[src/logic/rv_pkg.sv]
package rv_pkg;

    // RV32I major opcodes handled by the core
    localparam logic [6:0] op_r_type = 7'b0110011;
    localparam logic [6:0] op_imm    = 7'b0010011;
    localparam logic [6:0] op_lui    = 7'b0110111;
    localparam logic [6:0] op_load   = 7'b0000011;
    localparam logic [6:0] op_store  = 7'b0100011;
    localparam logic [6:0] op_branch = 7'b1100011;

    typedef struct packed {
        logic [6:0] funct7;
        logic [4:0] rs2;
        logic [4:0] rs1;
        logic [2:0] funct3;
        logic [4:0] rd;
        logic [6:0] opcode;
    } r_view_t;

    typedef struct packed {
        logic [11:0] imm;
        logic [4:0]  rs1;
        logic [2:0]  funct3;
        logic [4:0]  rd;
        logic [6:0]  opcode;
    } i_view_t;

    // one instruction word, register view and immediate view
    typedef union packed {
        r_view_t r;
        i_view_t i;
    } instr_t;

    typedef enum logic [2:0] {
        alu_add,
        alu_sub,
        alu_and,
        alu_or,
        alu_xor,
        alu_slt,
        alu_pass_b
    } alu_op_t;

    typedef struct packed {
        logic    reg_write;
        logic    mem_read;
        logic    mem_write;
        logic    alu_src_imm;
        logic    is_branch;
        logic    branch_ne;
        alu_op_t alu_op;
    } control_t;

    typedef enum logic [1:0] {
        fwd_none,
        fwd_from_mem,
        fwd_from_wb
    } fwd_sel_t;

    typedef struct packed {
        logic [31:0] pc;
        instr_t      instruction;
    } if_id_t;

    typedef struct packed {
        logic [4:0]  rs1;
        logic [4:0]  rs2;
        logic [4:0]  rd;
        logic [31:0] pc;
        logic [31:0] data1;
        logic [31:0] data2;
        logic [31:0] immediate;
        control_t    control;
    } id_ex_t;

    typedef struct packed {
        logic [4:0]  rd;
        logic [31:0] alu_data;
        logic [31:0] store_data;
        control_t    control;
    } ex_mem_t;

    typedef struct packed {
        logic [4:0]  rd;
        logic [31:0] alu_data;
        logic [31:0] memory_data;
        control_t    control;
    } mem_wb_t;

endpackage

[src/logic/decode_stage.sv]
`timescale 1ns/1ps

module decode_stage import rv_pkg::*; (
    input  logic        clk,
    input  logic        reset_n,
    input  instr_t      instruction,
    input  logic        wb_en,
    input  logic [4:0]  wb_rd,
    input  logic [31:0] wb_data,
    output logic [4:0]  rd,
    output logic [4:0]  rs1,
    output logic [4:0]  rs2,
    output logic [31:0] data1,
    output logic [31:0] data2,
    output logic [31:0] immediate,
    output control_t    control
);
    logic [31:0] regs [32];
    logic [31:0] word;
    logic [6:0]  opcode;

    function automatic logic [31:0] read_port(input logic [4:0] addr);
        if (addr == 5'd0) begin
            return '0;
        end
        // same-cycle writeback goes straight through
        if (wb_en && wb_rd == addr) begin
            return wb_data;
        end
        return regs[addr];
    endfunction

    assign word   = instruction;
    assign opcode = instruction.r.opcode;
    assign rd     = instruction.r.rd;
    assign rs1    = instruction.r.rs1;
    assign rs2    = instruction.r.rs2;

    always_comb begin
        control = '0;
        case (opcode)
            op_r_type: begin
                control.reg_write = 1'b1;
                case (instruction.r.funct3)
                    3'b000:  control.alu_op = instruction.r.funct7[5] ? alu_sub : alu_add;
                    3'b010:  control.alu_op = alu_slt;
                    3'b100:  control.alu_op = alu_xor;
                    3'b110:  control.alu_op = alu_or;
                    3'b111:  control.alu_op = alu_and;
                    default: control.alu_op = alu_add;
                endcase
            end
            op_imm: begin
                control.reg_write   = 1'b1;
                control.alu_src_imm = 1'b1;
                control.alu_op      = alu_add;
            end
            op_lui: begin
                control.reg_write   = 1'b1;
                control.alu_src_imm = 1'b1;
                control.alu_op      = alu_pass_b;
            end
            op_load: begin
                control.reg_write   = 1'b1;
                control.mem_read    = 1'b1;
                control.alu_src_imm = 1'b1;
                control.alu_op      = alu_add;
            end
            op_store: begin
                control.mem_write   = 1'b1;
                control.alu_src_imm = 1'b1;
                control.alu_op      = alu_add;
            end
            op_branch: begin
                control.is_branch = 1'b1;
                // funct3 000 is beq and 001 is bne
                control.branch_ne = instruction.r.funct3[0];
                control.alu_op    = alu_sub;
            end
            default: control = '0;
        endcase
    end

    always_comb begin
        case (opcode)
            op_store:  immediate = {{20{word[31]}}, word[31:25], word[11:7]};
            op_branch: immediate = {{19{word[31]}}, word[31], word[7], word[30:25],
                                    word[11:8], 1'b0};
            op_lui:    immediate = {word[31:12], 12'b0};
            default:   immediate = {{20{instruction.i.imm[11]}}, instruction.i.imm};
        endcase
    end

    always_ff @(posedge clk) begin
        if (!reset_n) begin
            regs <= '{default: '0};
        end else if (wb_en && wb_rd != 5'd0) begin
            regs[wb_rd] <= wb_data;
        end
    end

    always_comb begin
        data1 = read_port(rs1);
        data2 = read_port(rs2);
    end

endmodule

[config.mk]
export PLATFORM = sky130hd
export DESIGN_NAME = decode_stage
export DESIGN_NICKNAME = d
export VERILOG_FILES = /design/src/logic/rv_pkg.sv /design/src/logic/decode_stage.sv
export SDC_FILE = /design/constraint.sdc
export NUM_CORES = 2
export LEC_CHECK = 0
export ABC_AREA = 0
export BUFFER_PORTS_ARGS = -buffer_cell sky130_fd_sc_hd__buf_2
export CAP_MARGIN = 20
export CORE_ASPECT_RATIO = 0.7
export CORE_MARGIN = 1
export CORE_UTILIZATION = 57
export CTS_CLUSTER_DIAMETER = 80
export DETAILED_ROUTE_END_ITERATION = 7
export PLACE_DENSITY = 0.78
export SLEW_MARGIN = 0
export SYNTH_ARGS = -nofsm -noshare
export SYNTH_HDL_FRONTEND = slang
export SYNTH_SLANG_ARGS = --single-unit
export TNS_END_PERCENT = 5
[constraint.sdc]
create_clock -name clk -period 3.25 [get_ports clk]
set_input_delay 0.8125 -clock clk [delete_from_list [all_inputs] [get_ports clk]]
set_output_delay 0.8125 -clock clk [all_outputs]
set_load 0.05 [all_outputs]
==> flow_metrics.py <==
metrics = {
    "status": {
        "run_status": "complete, but fails checks",
        "failed_checks": "DRC, setup timing",
    },
    "place": {
        "dp.final_hpwl_mm": 150.3,
        "io_buffers": 191,
        "place_area_um2": 61720,
        "place_ws_ps": -912.0,
        "gp_congestion": 1.014,
        "place_inst": 7498,
    },
    "setup_path": {
        "cp-start-kind": "input pin",
        "regToRegEndpoint": "regs[866]$_SDFFE_PN0P_",
        "cp.required_ps": 2440,
        "crit_arrival_ps": 2880,
        "r2r_setup_slack_ps": 2370,
        "crit_slowest_cell": "a2111oi_4",
        "critical_path.cell_chain": "buf_16, buf_16, buf_4, mux4_2, nor2_2, a2111oi_4, buf_4, a311oi_2, a21oi_2, buf_6",
        "ff2ff_path_depth": 2,
        "timing.rr.start": "regs[866]$_SDFFE_PN0P_",
        "cp_max_fo": 5,
        "critPathKind": "in2out",
        "endpoint_kind": "output pin",
        "slowest_delay_ps": 420,
    },
    "timing": {
        "hold_slack_ps": 476.6,
        "tightestPinTransition_ps": 911.1,
        "fin_skew_ps": 0,
        "finalCritPeriodShare_pct": 113.5,
        "max_freq_ghz": 0.2712,
        "hold_viol": 0,
        "finalSetupViolCount": 64,
        "finalCriticalPeriod_ps": 3688,
        "rsz0062_at_grt": "true",
        "setup-tns-final_ps": -20740,
        "relSlewSlack_pct": 39.26,
        "report.final.slew_viol_count": 0,
        "setup_slack_ps": -437.6,
    },
    "power_and_ir_drop": {
        "seqPwrFrac_pct": 43.6,
        "swShare_pct": 26.94,
        "combinationalPowerShare_pct": 13.9,
        "internal_power_mw": 21.28,
        "power_switching_mw": 7.847,
        "finalPower_mw": 29.13,
        "clockPowerShare_pct": 42.5,
        "leakagePower_nw": 23.62,
        "vdd_drop_max_v": 0.0004033,
        "pwr_density_cell_nw_per_um2": 433.6,
    },
    "logic_synthesis": {
        "synth_top_area_share_pct": 36.45,
        "yosysMostFrequentCell": "nand2_1",
        "synthesis.area_um2": 56240,
        "ys_warn_count": 0,
        "synth_common_cells": "nand2_1 (2,067), dfxtp_1 (1,024), a21boi_0 (992)",
        "ys_ff_latch": 1024,
        "synth_cell_type_count": 69,
        "synthFlopType": "dfxtp_1",
        "synth_fp_nets": 6215,
        "yosysTopAreaCell": "dfxtp_1",
        "syn_avg_cell_area_um2": 9.155,
        "synth_area_leaders": "dfxtp_1 (36%), mux4_2 (15%), nand2_1 (14%)",
        "seq_area_frac_synth_pct": 36.45,
        "syn_inst": 6143,
        "synthArstFlopShare_pct": 0,
        "synth_enable_flop_cells": 0,
    },
    "detailed_routing": {
        "vias_per_cell": 7.047,
        "ant_nets": 0,
        "drt_iter0_drc": 10230,
        "totalWireLength_mm": 242.2,
        "firstDrtPassIters": 8,
        "avgRoutedWirePerCell_um": 31.31,
        "drc": 1,
        "num_vias": 54520,
    },
    "cells_and_area": {
        "syn2layout_area_growth_pct": 19.47,
        "fillCellCount": 6957,
        "largest-register": "regs",
        "stdcell_area_um2": 67180,
        "nets": 6420,
        "largestRegisters": "regs (1024)",
        "utilization_pct": 69.35,
        "drive_gt1_share_pct": 24.99,
        "largest_reg_flops": 1024,
        "instances_no_fill": 7737,
    },
    "floorplanning": {
        "io_pins": 192,
        "die_y_um": 264.8,
        "die_w_um": 377.4,
        "initial_utilization_pct": 58.05,
        "dieArea_um2": 99940,
        "coreArea_um2": 96870,
        "rows": 95,
    },
    "clocking": {
        "clk_latency_ps": 740,
        "cts_root_buf": "clkbuf_16",
        "cts_tree": "done",
        "cts_num_sinks": 1024,
        "cts-buffers-inserted": 96,
        "clk_path_buf_depth": 3,
        "clk_pin_slew_ps": 60,
        "cts_htree_levels": 3,
    },
    "global_route": {
        "grt_pass1_wl_mm": 343.4,
        "grt_pass1_vias": 51580,
        "antenna_found_initial": 7,
        "overflow": 0,
        "grt_max_degree": 127,
        "grt.total_usage_pct": 46.95,
    },
    "hold_path": {
        "hold_class": "reg2reg",
        "min_path_cells": 2,
        "min-delay-start": "regs[566]$_SDFFE_PN0P_",
        "min_to": "regs[566]$_SDFFE_PN0P_",
    },
    "run": {
        "maxCapViolCount": 0,
    },
}
## layout by cell type, fill, tap and decap left out, drive strengths merged, types with 10 or more instances in the layout
cell type / instances
mux2i: 279
a21o: 19
dfxtp: 1024
nand2: 2067
nand3: 38
a22oi: 111
nand2b: 24
and2: 46
nand3b: 10
nor2b: 16
a21boi: 992
o21ai: 39
mux2: 37
o22ai: 65
buf: 765
clkinv: 21
bufinv: 13
a32o: 25
clkbuf: 143
nor2: 69
o221ai: 12
a21oi: 47
and3: 21
mux4: 414
## worst max path at each step
| stage | slack [ps] | start | end | depth (start not counted) |
|---|---|---|---|---|
| 2_1_floorplan | -360 | instruction[21] | data2[10] | 10 |
| 3_3_place_gp | -850 | instruction[20] | data2[10] | 9 |
| 3_5_place_dp | -910 | instruction[20] | data2[10] | 9 |
| 4_1_cts | -380 | instruction[15] | data1[23] | 10 |
| 5_1_grt | -420 | instruction[15] | data1[24] | 10 |
| 6_report | -440 | instruction[15] | data1[24] | 10 |
## power by group through the flow
| stage | logic [mW] | clock network (mW) | registers, mW |
|---|---|---|---|
| 2_1_floorplan | 2.19 | 0 | 13.0 |
| 3_3_place_gp | 3.49 | 0 | 13.0 |
| 3_5_place_dp | 3.52 | 0 | 13.0 |
| 4_1_cts | 3.76 | 12.3 | 12.7 |
| 5_1_grt | 4.08 | 12.8 | 12.7 |
| 6_report | 4.04 | 12.4 | 12.7 |
## final cells by class
| cell class | instances | area, µm² | share of cell area [%] |
|---|---|---|---|
| well taps | 1309 | 1638 | 2.438 |
| inverters | 2 | 7.507 | 0.01117 |
| clock inverters | 38 | 544.3 | 0.8101 |
| multi-input cells | 4449 | 33290 | 49.55 |
| diodes | 5 | 12.51 | 0.01862 |
| repair buffers | 775 | 8394 | 12.49 |
| flip-flops and latches | 1024 | 20500 | 30.51 |
| clock buffers | 135 | 2800 | 4.168 |
## routing by layer
metal / vias up / wire length (µm) / share of wire (%) / GRT usage [%]
met5: - / 320 / 0.13 / 0.8708
met1: 25700 / 80730 / 33 / 59.19
met2: 5495 / 92830 / 38 / 61.61
met4: 13 / 20210 / 8.3 / 32.04
met3: 1481 / 48130 / 20 / 24.06
li1: 21840 / - / - / -
## worst max-delay path: cells and delay by family
family          cells  cell delay (ps)
compound gates      3              790
buf+inv             5              850
mux                 1              330
simple gates        1               60
## timing repair
item                                    4_1_cts  5_1_grt
hold buffers                                  0        0
gates cloned                                 12        7
endpoints found under the setup margin       64       65
gates resized for setup                     239       92
pin swaps                                    47       31
buffers inserted                             19       28
## logic make-up (layout without fill, tap and decap cells)
family | after synthesis | after routing | synth area share, %
flip-flops | 1024 | 1024 | 36.45
other | 0 | 5 | 0
XOR/XNOR | 12 | 12 | 0.1869
multiplexers | 730 | 730 | 22.47
AND/OR/NAND/NOR | 2328 | 2328 | 16.40
AO/OA/AOI/OAI | 1379 | 1379 | 18.16
buffers and inverters | 670 | 950 | 6.330
Power figures use the tool's default switching activity.
