`src/logic/rv_pkg.sv`:
```
package rv_pkg;

    // RV32I major opcodes handled by the core
    localparam logic [6:0] op_r_type = 7'b0110011;
    localparam logic [6:0] op_imm    = 7'b0010011;
    localparam logic [6:0] op_lui    = 7'b0110111;
    localparam logic [6:0] op_load   = 7'b0000011;
    localparam logic [6:0] op_store  = 7'b0100011;
    localparam logic [6:0] op_branch = 7'b1100011;

    typedef struct packed {
        logic [6:0] funct7;
        logic [4:0] rs2;
        logic [4:0] rs1;
        logic [2:0] funct3;
        logic [4:0] rd;
        logic [6:0] opcode;
    } r_view_t;

    typedef struct packed {
        logic [11:0] imm;
        logic [4:0]  rs1;
        logic [2:0]  funct3;
        logic [4:0]  rd;
        logic [6:0]  opcode;
    } i_view_t;

    // one instruction word, register view and immediate view
    typedef union packed {
        r_view_t r;
        i_view_t i;
    } instr_t;

    typedef enum logic [2:0] {
        alu_add,
        alu_sub,
        alu_and,
        alu_or,
        alu_xor,
        alu_slt,
        alu_pass_b
    } alu_op_t;

    typedef struct packed {
        logic    reg_write;
        logic    mem_read;
        logic    mem_write;
        logic    alu_src_imm;
        logic    is_branch;
        logic    branch_ne;
        alu_op_t alu_op;
    } control_t;

    typedef enum logic [1:0] {
        fwd_none,
        fwd_from_mem,
        fwd_from_wb
    } fwd_sel_t;

    typedef struct packed {
        logic [31:0] pc;
        instr_t      instruction;
    } if_id_t;

    typedef struct packed {
        logic [4:0]  rs1;
        logic [4:0]  rs2;
        logic [4:0]  rd;
        logic [31:0] pc;
        logic [31:0] data1;
        logic [31:0] data2;
        logic [31:0] immediate;
        control_t    control;
    } id_ex_t;

    typedef struct packed {
        logic [4:0]  rd;
        logic [31:0] alu_data;
        logic [31:0] store_data;
        control_t    control;
    } ex_mem_t;

    typedef struct packed {
        logic [4:0]  rd;
        logic [31:0] alu_data;
        logic [31:0] memory_data;
        control_t    control;
    } mem_wb_t;

endpackage

```
`src/logic/hazard_if.sv`:
```
`timescale 1ns/1ps

interface hazard_if import rv_pkg::*; ();
    // levels, all take effect at the next rising edge
    logic     pc_write;
    logic     if_id_write;
    logic     if_id_flush;
    logic     id_ex_flush;
    fwd_sel_t forward_a;
    fwd_sel_t forward_b;

    modport hazard (
        output pc_write,
        output if_id_write,
        output if_id_flush,
        output id_ex_flush,
        output forward_a,
        output forward_b
    );

    modport pipe (
        input pc_write,
        input if_id_write,
        input if_id_flush,
        input id_ex_flush,
        input forward_a,
        input forward_b
    );
endinterface

```
`src/logic/hazard_unit.sv`:
```
`timescale 1ns/1ps

module hazard_unit import rv_pkg::*; (
    input  logic       clk,
    input  logic [4:0] id_ex_rs1,
    input  logic [4:0] id_ex_rs2,
    input  logic [4:0] id_ex_rd,
    input  control_t   id_ex_control,
    input  logic [4:0] ex_mem_rd,
    input  logic       ex_mem_reg_write,
    input  logic [4:0] mem_wb_rd,
    input  logic       mem_wb_reg_write,
    input  logic [4:0] if_id_rs1,
    input  logic [4:0] if_id_rs2,
    input  logic       branch_taken,
    hazard_if.hazard   steer
);
    logic load_use;

    // newest producer first and x0 never forwarded
    function automatic fwd_sel_t select_source(input logic [4:0] rs);
        if (ex_mem_reg_write && ex_mem_rd != 5'd0 && ex_mem_rd == rs) begin
            return fwd_from_mem;
        end
        if (mem_wb_reg_write && mem_wb_rd != 5'd0 && mem_wb_rd == rs) begin
            return fwd_from_wb;
        end
        return fwd_none;
    endfunction

    always_comb begin
        steer.forward_a = select_source(id_ex_rs1);
        steer.forward_b = select_source(id_ex_rs2);
    end

    assign load_use = id_ex_control.mem_read && id_ex_rd != 5'd0 &&
                      (id_ex_rd == if_id_rs1 || id_ex_rd == if_id_rs2);

    // a taken branch squashes the stalled instruction anyway
    assign steer.pc_write    = !load_use || branch_taken;
    assign steer.if_id_write = !load_use || branch_taken;
    assign steer.if_id_flush = branch_taken;
    assign steer.id_ex_flush = branch_taken || load_use;

    // holding IF/ID without a bubble would issue the instruction twice
    hold_needs_bubble: assert property (
        @(posedge clk) !steer.if_id_write |=> id_ex_control == '0
    ) else $error("hazard: IF/ID held without an ID/EX bubble");

endmodule

```
`src/flat_wrapper.sv`:
```
// flat-port wrapper written by rule: the top's interface ports become plain ports
module hazard_unit_flat import rv_pkg::*;
  (clk, id_ex_rs1, id_ex_rs2, id_ex_rd, id_ex_control, ex_mem_rd, ex_mem_reg_write, mem_wb_rd, mem_wb_reg_write, if_id_rs1, if_id_rs2, branch_taken, steer_pc_write, steer_if_id_write, steer_if_id_flush, steer_id_ex_flush, steer_forward_a, steer_forward_b);
  hazard_if steer_i ();
  input  logic clk;
  input  logic [4:0] id_ex_rs1;
  input  logic [4:0] id_ex_rs2;
  input  logic [4:0] id_ex_rd;
  input  control_t id_ex_control;
  input  logic [4:0] ex_mem_rd;
  input  logic ex_mem_reg_write;
  input  logic [4:0] mem_wb_rd;
  input  logic mem_wb_reg_write;
  input  logic [4:0] if_id_rs1;
  input  logic [4:0] if_id_rs2;
  input  logic branch_taken;
  output wire logic [$bits(steer_i.pc_write)-1:0] steer_pc_write;
  output wire logic [$bits(steer_i.if_id_write)-1:0] steer_if_id_write;
  output wire logic [$bits(steer_i.if_id_flush)-1:0] steer_if_id_flush;
  output wire logic [$bits(steer_i.id_ex_flush)-1:0] steer_id_ex_flush;
  output wire logic [$bits(steer_i.forward_a)-1:0] steer_forward_a;
  output wire logic [$bits(steer_i.forward_b)-1:0] steer_forward_b;
  assign steer_pc_write = steer_i.pc_write;
  assign steer_if_id_write = steer_i.if_id_write;
  assign steer_if_id_flush = steer_i.if_id_flush;
  assign steer_id_ex_flush = steer_i.id_ex_flush;
  assign steer_forward_a = steer_i.forward_a;
  assign steer_forward_b = steer_i.forward_b;
  hazard_unit u_core (.clk(clk), .id_ex_rs1(id_ex_rs1), .id_ex_rs2(id_ex_rs2), .id_ex_rd(id_ex_rd), .id_ex_control(id_ex_control), .ex_mem_rd(ex_mem_rd), .ex_mem_reg_write(ex_mem_reg_write), .mem_wb_rd(mem_wb_rd), .mem_wb_reg_write(mem_wb_reg_write), .if_id_rs1(if_id_rs1), .if_id_rs2(if_id_rs2), .branch_taken(branch_taken), .steer(steer_i));
endmodule
```
`config.mk`:
```
export PLATFORM = sky130hd
export DESIGN_NAME = hazard_unit_flat
export DESIGN_NICKNAME = d
export VERILOG_FILES = /design/src/logic/rv_pkg.sv /design/src/logic/hazard_if.sv /design/src/logic/hazard_unit.sv /design/src/flat_wrapper.sv
export SDC_FILE = /design/constraint.sdc
export NUM_CORES = 1
export LEC_CHECK = 0
export ABC_AREA = 1
export BUFFER_PORTS_ARGS = -buffer_cell sky130_fd_sc_hd__clkbuf_2
export CAP_MARGIN = 40
export CORE_MARGIN = 2
export CORE_UTILIZATION = 33
export DETAILED_ROUTE_END_ITERATION = 10
export PLACE_DENSITY = 0.8
export SLEW_MARGIN = 5
export SYNTH_ARGS = -nofsm -noshare
export SYNTH_HDL_FRONTEND = slang
export SYNTH_SLANG_ARGS = --single-unit
```
`constraint.sdc`:
```
create_clock -name vclk -period 0.8
set_clock_uncertainty 0.2 [all_clocks]
set_input_delay 0.04 -clock vclk [all_inputs]
set_output_delay 0.04 -clock vclk [all_outputs]
set_load 0.02 [all_outputs]
```
==> results by group <==
Finish
  • FFs & Latches: 0
  • Share of layout cells above drive strength 1: 0.528
  • Post-route non-filler standard cell count: 160
  • # nets final: 194
  • Layout Area Growth over Synthesis: 108%
  • Number of clock buffers in the layout: 0
  • Antenna diode instance count: 0
  • Area occupied by registers: 0 um^2

Floorplan
  • Effective utilization at floorplan: 0.350
  • Die ar.: 1910 um^2
  • Die width: 43.8 um
  • Vertical die dimension: 43.8 um
  • Core Area: 1490 um^2
  • Row count: 14
  • Top-level port count: 56

Timing
  • Timing-limited maximum frequency: 903 MHz
  • Unrepaired setup endpoints after global routing: true
  • Final setup violation count: 7
  • Worst setup margin: -0.308 ns
  • Hold Slack: 0.113 ns
  • Final cycle utilization of the critical path: 1.38
  • Measured slew at the worst slew-check pin: 0.222 ns
  • Final critical-path required period: 1.11 ns
  • Count of final max-slew check failures: 0
  • Final Hold Fails: 0
  • Tightest slew margin relative to the limit: 0.851

Status
  • Failing checks: setup timing
  • Outcome: complete, but fails checks

Worst hold path
  • Hold worst-path end: steer_if_id_flush
  • Hold WC Path Type: input pin to primary output
  • Worst hold path startpoint: branch_taken
  • Worst hold path depth: 2

Routing
  • Total wire length: 1600 um
  • Routed via count divided by cell count: 4.66
  • Iteration count of the initial detailed-routing pass: 4
  • Total number of vias: 746
  • Iteration-0 DRC Markers: 4
  • Final antenna-violating net count: 0
  • Per-cell routed wire length: 9.99 um
  • # DRC: 0

Yosys
  • Sequential fraction of the synthesis area: 0
  • Area share of the leading cell type in the synthesized netlist: 0.269
  • Number of warnings reported in the yosys synthesis log: 0
  • Area leader, netlist: xnor2_1
  • Top cells by area in the synthesized netlist: xnor2_1 (27%), nand2_1 (23%), inv_1 (10%)
  • Post-Synthesis Net Count: 147
  • Average cell area after synthesis: 5.27 um^2
  • Number of instances in the synthesized netlist: 99
  • Number of different library cells in the post-synthesis netlist: 14
  • Synthesized area: 522 um^2

Power
  • Peak ir drop on the vdd network: 0.295 mV
  • P per Cell Area: 512 nW/um^2
  • Leakage power: 0.000575 uW

Setup path
  • Largest driver fanout on the critical path: 3
  • Cell family with most CP delay: simple AND/OR/NAND/NOR gates
  • Setup CP Type: input pin to primary output
  • Type of destination of the critical path: primary output
  • Slowest stage cell on the critical path: nor3_4
  • Delay of the slowest critical-path stage: 0.26 ns
  • Required time worst endpoint: 0.56 ns
  • Number of buffer and inverter instances along the worst setup path: 2
  • Critical Path Start Type: input pin
  • Cells traversed along the worst timing path: buf_4 > xnor2_2 > nand3_2 > nor3_4 > clkbuf_8
  • Data arrival time at the worst-slack endpoint: 0.87 ns

Placed design
  • Weighted congestion reported at the end of routability-driven placement: 0.795
  • Placed Cells incl. Taps: 160
  • IO buf count: 47
  • Dpl hpwl: 1290 um

Job
  • Total of max-cap violations: 0

Global routing
  • Total global routing track utilization: 0.165
  • First-pass GRT wire length: 2540 um
  • Initial antenna violation count: 0
  • Via count of the first global-routing pass: 692
  • Largest net degree at the start of global routing: 5
  • Total gr overflow: 0

Clock network
  • Hold buffer count at CTS: 0
  • Number of setup buffers added after CTS: 0
[timing repair]
item | CTS | global route
endpoints found under the setup margin | 7 | 7
resized for setup | 22 | 53
pin swaps | 12 | 17
cloned | 0 | 0
[how the worst max path moves through the flow]
stage / startpoint / to / slack (ns) / depth (start not counted)
after floorplan: ex_mem_rd[1] / steer_forward_b[1] / -0.17 / 4
after global placement: id_ex_rs1[2] / steer_forward_a[1] / -0.37 / 6
after detailed placement: id_ex_rs1[2] / steer_forward_a[1] / -0.37 / 6
after CTS: id_ex_rs1[0] / steer_forward_a[1] / -0.33 / 6
after global routing: ex_mem_rd[2] / steer_forward_a[0] / -0.36 / 5
final: ex_mem_rd[4] / steer_forward_a[0] / -0.31 / 5
[cell usage in the layout (no fill, tap or decap), drive strengths merged, types with 2 or more instances in the layout]
cell type	netlist	routed
buf	2	18
clkbuf	0	29
inv	15	15
nand2	33	33
nand3	5	5
nor2	14	14
nor3	4	4
o21ai	2	2
xnor2	16	16
xor2	6	6
[synth_stat cells (all sizes together)]
cell and count:
nor3 4, nor2 14, o21ai 2, xnor2 16, nand4 1, nand3b 1, buf 2, nand2 33
xor2 6, inv 15, nand3 5
[power by group]
part	switching, uW	leakage [uW]	total (uW)	internal (uW)
Clock	0	0	0	0
Sequential	0	0	0	0
Combinational	255	0.000575	557	302
Total	255	0.000575	557	302
[area by class of cell]
class                      count  area, um^2
tap                           16        20.0
inverter                      15        61.3
timing repair buffer          47         414
fill                         133         402
multi-input combinational     82         592
[through the flow]
step | worst slack (ns) | total power [uW] | instance area [um^2] | utilization | TNS, ns
3_5_place_dp | -0.374 | 416 | 822 | 0.552 | -2.27
6_report | -0.308 | 557 | 1090 | 0.730 | -1.84
5_1_grt | -0.364 | 609 | 1090 | 0.730 | -2.33
3_3_place_gp | -0.374 | 407 | 822 | 0.552 | -2.18
4_1_cts | -0.325 | 474 | 947 | 0.636 | -1.97
2_1_floorplan | -0.173 | 237 | 582 | - | -0.473
[kinds of logic (layout without fill, tap and decap cells)]
| group | count (synthesis) | in the layout | synth area share |
|---|---|---|---|
| AO/OA/AOI/OAI | 2 | 2 | 0.0192 |
| XOR/XNOR | 22 | 22 | 0.369 |
| AND/OR/NAND/NOR | 58 | 58 | 0.475 |
| buffers and inverters | 17 | 62 | 0.137 |
[layer usage]
metal / GRT usage / up-vias / part of all wire
met5: 0 / - / 0
met4: 0.0121 / 0 / 0.0050
met3: 0 / 2 / 0.085
met2: 0.356 / 39 / 0.57
met1: 0.180 / 320 / 0.33
li1: - / 385 / -
No activity file was read; power rests on OpenSTA's default activity.
